==> src/rtl/rsp_order_pkg.sv <==
/*
 * Shared widths, payload types and default sizes for the read response
 * reorder shim. Every RTL file and the testbench refer to these by scope.
 */

package rsp_order_pkg;

    // ========================================
    // Payload widths
    // ========================================

    // Client metadata travels with each request and is restored on the response
    localparam int MDATA_W = 16;

    // One response line as returned by the memory side
    localparam int DATA_W = 64;

    // ========================================
    // Payload types
    // ========================================

    // Metadata saved in a reorder slot at request time
    typedef logic [MDATA_W-1:0] t_mdata;

    // Data written into a reorder slot by a response
    typedef logic [DATA_W-1:0] t_data;

    // ========================================
    // Default sizing used by the top level
    // ========================================

    // Total reorder slots, which is also the tag space toward memory
    localparam int DEF_N_ENTRIES = 32;

    // Slots are interleaved over this many banks by the low tag bits
    localparam int DEF_N_BANKS = 4;

    // Free slots still left when the almost-full level rises, which covers
    // requests the client already has in flight when it sees the warning
    localparam int DEF_MIN_FREE_SLOTS = 2;

endpackage

==> src/rtl/rob_bank_if.sv <==
/*
 * Links one reorder bank to the dispatch and drain blocks. Dispatch writes
 * allocations and fills, drain polls the head slot and reads it out.
 */

`timescale 1ns/1ns

interface rob_bank_if
#(
    parameter int N_ENTRIES = 32,
    parameter int N_BANKS = 4
);
    // Slots held by each bank and the index width inside the bank
    localparam int SLOTS = N_ENTRIES / N_BANKS;
    localparam int SLOT_W = (SLOTS > 1) ? $clog2(SLOTS) : 1;

    // Allocation writes the client metadata at request time
    logic                  alloc_en;
    logic [SLOT_W-1:0]     alloc_slot;
    rsp_order_pkg::t_mdata alloc_mdata;

    // Fill writes the response data and marks the slot ready
    logic                  fill_en;
    logic [SLOT_W-1:0]     fill_slot;
    rsp_order_pkg::t_data  fill_data;

    // Drain side read port, the flag is for rd_slot and is combinational
    logic                  rd_en;
    logic [SLOT_W-1:0]     rd_slot;
    logic                  filled;
    rsp_order_pkg::t_mdata rd_mdata;
    rsp_order_pkg::t_data  rd_data;

    modport dispatch (output alloc_en, alloc_slot, alloc_mdata, fill_en, fill_slot, fill_data);

    modport bank (input alloc_en, alloc_slot, alloc_mdata, fill_en, fill_slot, fill_data,
                  input rd_en, rd_slot, output filled, rd_mdata, rd_data);

    modport drain (output rd_en, rd_slot, input filled, rd_mdata, rd_data);

endinterface

==> src/rtl/rob_bank.sv <==
/*
 * One bank of reorder slots. Each slot keeps client metadata, response
 * data and a filled flag, and is read out through a registered port.
 */

`timescale 1ns/1ns

module rob_bank
#(
    parameter int SLOTS = 8
)
(
    input  logic  clk,
    input  logic  reset,

    rob_bank_if.bank  bif
);
    // Slot storage
    rsp_order_pkg::t_mdata mdata_mem [SLOTS];
    rsp_order_pkg::t_data  data_mem  [SLOTS];

    // One flag per slot, set by a fill and cleared when drain reads it
    logic [SLOTS-1:0] filled_q;

    // ========================================
    // Slot writes
    // ========================================

    // Metadata lands at the request edge and data at the response edge.
    // Both ports can write in the same cycle since they name different slots
    always_ff @(posedge clk)
    begin
        if (bif.alloc_en)
            mdata_mem[bif.alloc_slot] <= bif.alloc_mdata;
        if (bif.fill_en)
            data_mem[bif.fill_slot] <= bif.fill_data;
    end

    // A slot is read only after its fill, and is not filled again before
    // the tags wrap, so a clear and a set never meet on one slot
    always_ff @(posedge clk)
    begin
        if (reset)
        begin
            filled_q <= '0;
        end
        else
        begin
            if (bif.rd_en)
                filled_q[bif.rd_slot] <= 1'b0;
            if (bif.fill_en)
                filled_q[bif.fill_slot] <= 1'b1;
        end
    end

    // ========================================
    // Read port
    // ========================================

    // Drain polls the flag of the slot it is waiting on
    assign bif.filled = filled_q[bif.rd_slot];

    // Read data is registered and appears one cycle after rd_en
    always_ff @(posedge clk)
    begin
        if (bif.rd_en)
        begin
            bif.rd_mdata <= mdata_mem[bif.rd_slot];
            bif.rd_data <= data_mem[bif.rd_slot];
        end
    end

endmodule

==> src/rtl/rob_dispatch.sv <==
/*
 * Request side of the reorder shim. Hands out slots as memory tags, steers
 * returning tags into bank fills and tracks occupancy for almost-full.
 */

`timescale 1ns/1ns

module rob_dispatch
#(
    parameter int N_ENTRIES = 32,
    parameter int N_BANKS = 4,
    parameter int MIN_FREE_SLOTS = 2
)
(
    input  logic                          clk,
    input  logic                          reset,

    // Client requests
    input  logic                          req_valid,
    input  rsp_order_pkg::t_mdata         req_mdata,
    output logic                          req_almost_full,

    // Requests toward memory carry the slot index as the tag
    output logic                          fiu_req_valid,
    output logic [$clog2(N_ENTRIES)-1:0]  fiu_req_tag,

    // Out of order responses from memory
    input  logic                          fiu_rsp_valid,
    input  logic [$clog2(N_ENTRIES)-1:0]  fiu_rsp_tag,
    input  rsp_order_pkg::t_data          fiu_rsp_data,

    // One pulse per slot released by the drain block
    input  logic                          deq,

    rob_bank_if.dispatch                  bifs [N_BANKS]
);
    localparam int TAG_W = $clog2(N_ENTRIES);
    localparam int BANK_W = $clog2(N_BANKS);
    localparam int CNT_W = $clog2(N_ENTRIES + 1);
    localparam int AF_LEVEL = N_ENTRIES - MIN_FREE_SLOTS - 1;

    logic [TAG_W-1:0] tail;
    logic [CNT_W-1:0] occupancy;

    // ========================================
    // Slot allocation
    // ========================================

    // The tail is the tag of the next request and wraps with the tag width
    always_ff @(posedge clk)
    begin
        if (reset)
            tail <= '0;
        else if (req_valid)
            tail <= tail + 1'b1;
    end

    // The tag goes out in the same cycle as the request
    assign fiu_req_valid = req_valid;
    assign fiu_req_tag = tail;

    // ========================================
    // Bank steering
    // ========================================

    // Low tag bits pick the bank and the upper bits pick the slot inside it,
    // for the allocating tail as well as for each returning tag
    for (genvar b = 0; b < N_BANKS; b++)
    begin : g_bank
        assign bifs[b].alloc_en = req_valid && (tail[BANK_W-1:0] == BANK_W'(b));
        assign bifs[b].alloc_slot = tail[TAG_W-1:BANK_W];
        assign bifs[b].alloc_mdata = req_mdata;

        assign bifs[b].fill_en = fiu_rsp_valid && (fiu_rsp_tag[BANK_W-1:0] == BANK_W'(b));
        assign bifs[b].fill_slot = fiu_rsp_tag[TAG_W-1:BANK_W];
        assign bifs[b].fill_data = fiu_rsp_data;
    end

    // ========================================
    // Occupancy and almost-full
    // ========================================

    // A slot is held from its request until drain releases it
    always_ff @(posedge clk)
    begin
        if (reset)
            occupancy <= '0;
        else if (req_valid && !deq)
            occupancy <= occupancy + 1'b1;
        else if (!req_valid && deq)
            occupancy <= occupancy - 1'b1;
    end

    // Registered from the count, so the level trails the count by a cycle
    always_ff @(posedge clk)
    begin
        if (reset)
            req_almost_full <= 1'b0;
        else
            req_almost_full <= (occupancy > CNT_W'(AF_LEVEL));
    end

endmodule

==> src/rtl/rob_drain.sv <==
/*
 * Response side of the reorder shim. Walks the slots in request order and
 * sends each one to the client as soon as its bank reports it filled.
 */

`timescale 1ns/1ns

module rob_drain
#(
    parameter int N_ENTRIES = 32,
    parameter int N_BANKS = 4
)
(
    input  logic                   clk,
    input  logic                   reset,

    // Releases one slot toward the occupancy count
    output logic                   deq,

    // Ordered responses to the client, with no back-pressure
    output logic                   afu_rsp_valid,
    output rsp_order_pkg::t_mdata  afu_rsp_mdata,
    output rsp_order_pkg::t_data   afu_rsp_data,

    rob_bank_if.drain              bifs [N_BANKS]
);
    localparam int TAG_W = $clog2(N_ENTRIES);
    localparam int BANK_W = $clog2(N_BANKS);

    // Oldest outstanding tag
    logic [TAG_W-1:0] head;
    logic [BANK_W-1:0] head_bank;

    // Bank read in the previous cycle, which owns the output registers
    logic [BANK_W-1:0] rd_bank_q;

    // Per-bank views gathered so they can be indexed at run time
    logic [N_BANKS-1:0]    bank_filled;
    rsp_order_pkg::t_mdata bank_mdata [N_BANKS];
    rsp_order_pkg::t_data  bank_data  [N_BANKS];

    assign head_bank = head[BANK_W-1:0];

    // ========================================
    // Head polling
    // ========================================

    // Every bank sees the head's slot index but only the owner is read
    for (genvar b = 0; b < N_BANKS; b++)
    begin : g_bank
        assign bifs[b].rd_slot = head[TAG_W-1:BANK_W];
        assign bifs[b].rd_en = deq && (head_bank == BANK_W'(b));

        assign bank_filled[b] = bifs[b].filled;
        assign bank_mdata[b] = bifs[b].rd_mdata;
        assign bank_data[b] = bifs[b].rd_data;
    end

    // Read the head in the cycle its flag shows, one slot per cycle at most
    assign deq = bank_filled[head_bank];

    always_ff @(posedge clk)
    begin
        if (reset)
            head <= '0;
        else if (deq)
            head <= head + 1'b1;
    end

    // ========================================
    // Output stage
    // ========================================

    // Bank read data is registered, so valid and the bank select follow
    // rd_en by one cycle
    always_ff @(posedge clk)
    begin
        if (reset)
        begin
            afu_rsp_valid <= 1'b0;
            rd_bank_q <= '0;
        end
        else
        begin
            afu_rsp_valid <= deq;
            if (deq)
                rd_bank_q <= head_bank;
        end
    end

    assign afu_rsp_mdata = bank_mdata[rd_bank_q];
    assign afu_rsp_data = bank_data[rd_bank_q];

endmodule

==> src/rtl/rsp_order_top.sv <==
/*
 * Top level of the read response reorder shim. Wires the dispatch block,
 * the interleaved reorder banks and the drain block together.
 */

`timescale 1ns/1ns

module rsp_order_top
#(
    parameter int N_ENTRIES = rsp_order_pkg::DEF_N_ENTRIES,
    parameter int N_BANKS = rsp_order_pkg::DEF_N_BANKS,
    parameter int MIN_FREE_SLOTS = rsp_order_pkg::DEF_MIN_FREE_SLOTS
)
(
    input  logic                          clk,
    input  logic                          reset,

    // Client request side
    input  logic                          req_valid,
    input  rsp_order_pkg::t_mdata         req_mdata,
    output logic                          req_almost_full,

    // Tagged requests toward memory
    output logic                          fiu_req_valid,
    output logic [$clog2(N_ENTRIES)-1:0]  fiu_req_tag,

    // Out of order responses from memory
    input  logic                          fiu_rsp_valid,
    input  logic [$clog2(N_ENTRIES)-1:0]  fiu_rsp_tag,
    input  rsp_order_pkg::t_data          fiu_rsp_data,

    // Responses to the client in request order
    output logic                          afu_rsp_valid,
    output rsp_order_pkg::t_mdata         afu_rsp_mdata,
    output rsp_order_pkg::t_data          afu_rsp_data
);
    // Slot release from drain back to the occupancy count
    logic deq;

    // One link per bank, shared by dispatch, the bank and drain
    rob_bank_if #(.N_ENTRIES(N_ENTRIES), .N_BANKS(N_BANKS)) bank_if [N_BANKS] ();

    // ========================================
    // Request and fill steering
    // ========================================

    rob_dispatch
    #(
        .N_ENTRIES(N_ENTRIES),
        .N_BANKS(N_BANKS),
        .MIN_FREE_SLOTS(MIN_FREE_SLOTS)
    )
    i_dispatch
    (
        .clk,
        .reset,
        .req_valid,
        .req_mdata,
        .req_almost_full,
        .fiu_req_valid,
        .fiu_req_tag,
        .fiu_rsp_valid,
        .fiu_rsp_tag,
        .fiu_rsp_data,
        .deq,
        .bifs(bank_if)
    );

    // ========================================
    // Reorder banks
    // ========================================

    for (genvar b = 0; b < N_BANKS; b++)
    begin : g_bank
        rob_bank #(.SLOTS(N_ENTRIES / N_BANKS)) i_bank
        (
            .clk,
            .reset,
            .bif(bank_if[b])
        );
    end

    // ========================================
    // In-order drain
    // ========================================

    rob_drain #(.N_ENTRIES(N_ENTRIES), .N_BANKS(N_BANKS)) i_drain
    (
        .clk,
        .reset,
        .deq,
        .afu_rsp_valid,
        .afu_rsp_mdata,
        .afu_rsp_data,
        .bifs(bank_if)
    );

endmodule

==> config.mk <==
export PLATFORM = sky130hd
export DESIGN_NAME = rsp_order_top
export DESIGN_NICKNAME = d
export VERILOG_FILES = /design/src/rtl/rsp_order_pkg.sv /design/src/rtl/rob_bank_if.sv /design/src/rtl/rob_bank.sv /design/src/rtl/rob_dispatch.sv /design/src/rtl/rob_drain.sv /design/src/rtl/rsp_order_top.sv
export SDC_FILE = /design/constraint.sdc
export NUM_CORES = 2
export LEC_CHECK = 0
export BUFFER_PORTS_ARGS = -buffer_cell sky130_fd_sc_hd__clkbuf_2
export CAP_MARGIN = 20
export CORE_MARGIN = 2
export CORE_UTILIZATION = 30
export DETAILED_ROUTE_END_ITERATION = 16
export PLACE_DENSITY = 0.48
export SLEW_MARGIN = 20
export SYNTH_ARGS = -nofsm -noshare
export SYNTH_HDL_FRONTEND = slang
export SYNTH_SLANG_ARGS = --single-unit
==> constraint.sdc <==
create_clock -name clk -period 13.4 [get_ports clk]
set_input_delay 0.67 -clock clk [delete_from_list [all_inputs] [get_ports clk]]
set_output_delay 0.67 -clock clk [all_outputs]
set_load 0.02 [all_outputs]
==> impl_metrics.json <==
{
  "tns_ns": 0,
  "clockPowerShare": 0.420,
  "cp.arrival_ns": 6.08,
  "cts_tree": "built",
  "postCtsSetupBuffers": 0,
  "ys_warn_count": 0,
  "r2r_slack_ns": 8.06,
  "worst_pin_slew_ns": 1.13,
  "worstReg2RegStart": "i_drain.head[4]",
  "power_leakage_nw": 36.1,
  "p_sw_frac": 0.226,
  "irDropWorstVdd_mv": 0.0992,
  "io_pins": 177,
  "hold_viol": 0,
  "reg2reg_to": "i_dispatch.occupancy[5]",
  "num-nets-final": 5740,
  "power.density_nw_per_um2": 161,
  "seq_power_share": 0.531,
  "synth-main-ff-cell": "edfxtp_1",
  "fp-row-count": 216,
  "rsz0062_at_grt": "no",
  "portBuffers": 176,
  "clk_pin_slew_worst_paths_ns": 0.07,
  "clock_skew_ns": 0.114,
  "p_sw_mw": 4.41,
  "dp.cells": 9905,
  "min_path_type": "in -> reg",
  "grt_first_pass_wirelength_mm": 459,
  "p_comb_frac": 0.049,
  "drt-pass1-iter-count": 6,
  "antenna_found_initial": 41,
  "vias": 56247,
  "ys_seq_elements": 2932,
  "htreeDepth": 5,
  "yosysUniqueCellTypes": 53,
  "final_cells": 10469,
  "status": "finished clean",
  "setup_viol": 0,
  "finalCriticalPeriod_ns": 5.34,
  "critPathMaxFanout": 39,
  "gp_congestion": 0.759,
  "required_ns": 14.13,
  "synth_seq_area_share": 0.835,
  "wl_mm": 333,
  "grt_max_degree": 131,
  "postSynth.asyncResetShare": 0,
  "drv_slew": 0,
  "die_y_um": 595,
  "synthCells": 5356,
  "dieWidth_um": 595,
  "crit_type": "reg -> reg",
  "drt_iter0_drc": 6393,
  "cts_hold_buf": 0,
  "synth_edf_count": 2880,
  "cts_made_buffers": 308,
  "grt_overflow_total": 0,
  "slew_headroom": 0.249,
  "drive_gt1_frac": 0.153,
  "clock_sinks": 2932,
  "clockBufferDepth": 4,
  "p_int_mw": 15.1,
  "ff2ff_path_depth": 15,
  "die_area_um2": 354000,
  "fmax_mhz": 187,
  "avgViaCountPerCell": 5.37,
  "finalCritPeriodShare": 0.399,
  "syn2layout_area_growth_pct": 15.5,
  "ant_nets": 0,
  "start_util": 0.302,
  "clkLatencyLatePin_ns": 0.93,
  "post_cts_resize_count": 0,
  "startpoint_type": "register",
  "first_global_vias": 55602,
  "whs_path_depth": 4,
  "syn_avg_cell_area_um2": 19.6,
  "holdPathEnd": "g_bank[1].i_bank.filled_q[3]",
  "crit_path_end_kind": "register",
  "syn-num-nets": 5459,
  "ctsRootBufferMaster": "clkbuf_16",
  "max_cap_viol_count": 0,
  "drc": 0,
  "grt_use_total": 0.183,
  "synth_area_um2": 105000,
  "core_um2": 347000,
  "detail_route.wl_per_cell_um": 31.8,
  "holdCritStartpoint": "fiu_rsp_tag[4]",
  "dpl.hpwl_mm": 159
}
[worst max-delay path, stage by stage, from the launching register on]
cell      delay, ns
dfxtp_4        0.77
buf_4          0.71
mux2_1         0.40
a221oi_2       0.24
o211ai_1       0.17
a32oi_2        0.74
buf_4          0.41
ha_1           0.29
inv_1          0.15
ha_1           0.31
a21o_1         0.17
a21o_1         0.21
a211o_1        0.32
o211ai_1       0.11
xnor2_1        0.14
nor2_1         0.05
[worst max path at each step]
stage,endpoint,slack (ns),startpoint
6_report,i_dispatch.occupancy[5],8.06,i_drain.head[4]
3_5_place_dp,i_dispatch.occupancy[5],8.07,i_drain.head[4]
2_1_floorplan,g_bank[0].i_bank.bif.rd_data[0],7.70,i_drain.head[4]
4_1_cts,i_dispatch.occupancy[5],8.10,i_drain.head[4]
5_1_grt,i_dispatch.occupancy[5],7.83,i_drain.head[4]
3_3_place_gp,i_dispatch.occupancy[5],8.01,i_drain.head[4]
[placed cells by master (no fill, tap or decap), types with 5 or more instances in the layout]
master	instances
nor2_1	67
inv_6	38
diode_2	8
clkbuf_16	312
a21oi_1	63
dfxtp_1	47
a221oi_1	17
mux4_2	82
xor2_1	6
nand2_1	89
buf_4	117
a311oi_2	7
a22oi_1	1181
ha_1	13
nor3_2	13
clkbuf_1	76
clkinv_16	5
clkbuf_2	176
bufinv_16	14
edfxtp_1	2880
mux2i_1	41
a222oi_1	13
clkinv_1	76
o21ai_0	49
nand4_1	296
clkinvlp_4	5
nor2_2	9
clkinv_2	46
nand3_1	6
clkinv_8	9
buf_12	9
mux2_2	27
inv_1	6
a221o_1	6
[routing by layer]
metal | GRT usage | part of all wire | wire length (µm) | vias up
met2 | 0.304 | 0.48 | 161000 | 2223
met5 | 0 | 0.00052 | 174 | -
met3 | 0.0299 | 0.068 | 22700 | 430
li1 | - | - | - | 23198
met1 | 0.253 | 0.43 | 143000 | 30368
met4 | 0.0376 | 0.019 | 6300 | 28
[cell families (layout without fill, tap and decap cells)]
logic type      count (synthesis)  after routing  share of synthesized area
simple gates                  514            514                     0.0265
xor+xnor                       10             10                   0.000836
compound gates               1362           1362                     0.0963
buf+inv                       371            898                     0.0143
flops                        2932           2932                      0.835
fa+ha+maj                      14             14                    0.00174
mux                           153            153                     0.0248
other cells                     0              8                          0
[cell type report]
cell class,count,area (µm²)
sequential,2932,87500
antenna,8,20.0
timing repair buffer,302,1940
clock buffer,390,8120
tap,4578,5730
inverter,40,310
fill,32410,226000
clock inverter,166,1420
multi-input combinational,2053,15900
[power by group through the flow]
stage | sequential [mW] | combinational, mW | clock [mW]
floorplan | 10.5 | 0.422 | 0
global placement | 10.6 | 0.975 | 0
detailed placement | 10.6 | 0.976 | 0
CTS | 10.4 | 0.981 | 8.32
global route | 10.4 | 1.01 | 8.67
finish | 10.4 | 0.960 | 8.19
[metrics by stage]
step                total power, mW  worst slack (ns)  utilization  area [µm²]  hold WS [ns]
finish                         19.5              8.06        0.349      121000         0.328
global route                   20.1              7.83        0.349      121000         0.349
global placement               11.5              8.01        0.321      111000         0.464
floorplan                      11.0              7.70            -      105000         0.450
CTS                            19.7              8.10        0.349      121000         0.277
detailed placement             11.5              8.07        0.321      111000         0.470
[registers in the layout, summed over array words and instances (netlist names)]
| name | count |
|---|---|
| i_dispatch.occupancy | 6 |
| g_bank.i_bank.filled_q | 32 |
| i_drain.afu_rsp_valid | 1 |
| g_bank.i_bank.bif.rd_mdata | 64 |
| g_bank.i_bank.data_mem | 2048 |
| g_bank.i_bank.mdata_mem | 512 |
| i_dispatch.fiu_req_tag | 5 |
| g_bank.i_bank.bif.rd_data | 256 |
| i_drain.rd_bank_q | 2 |
| i_dispatch.req_almost_full | 1 |
| i_drain.head | 5 |
[Yosys cell counts, drive strengths merged (2+ instances only)]
library cell | number | area (µm²)
edfxtp | 2880 | 86500
a22oi | 1181 | 8870
nand4 | 296 | 1850
clkbuf | 231 | 867
buf | 100 | 479
nand2 | 89 | 334
mux4 | 82 | 1850
nor2 | 80 | 300
a21oi | 63 | 315
dfxtp | 52 | 1040
o21ai | 50 | 250
mux2i | 41 | 410
inv | 38 | 143
mux2 | 30 | 345
a221oi | 19 | 179
nor3 | 14 | 70.1
a222oi | 13 | 130
ha | 13 | 163
a311oi | 8 | 114
a221o | 6 | 60.1
nand3 | 6 | 30.0
nor2b | 6 | 37.5
xor2 | 6 | 52.6
and2 | 5 | 31.3
a22o | 4 | 35.0
nor3b | 4 | 30.0
o22ai | 4 | 25.0
xnor2 | 4 | 35.0
a21o | 3 | 22.5
and3 | 3 | 18.8
nand2b | 3 | 18.8
o211ai | 3 | 22.5
a211o | 2 | 17.5
a31oi | 2 | 12.5
and3b | 2 | 17.5
clkinv | 2 | 7.51
nand3b | 2 | 15.0
or3 | 2 | 12.5
Power figures use the tool's default switching activity.
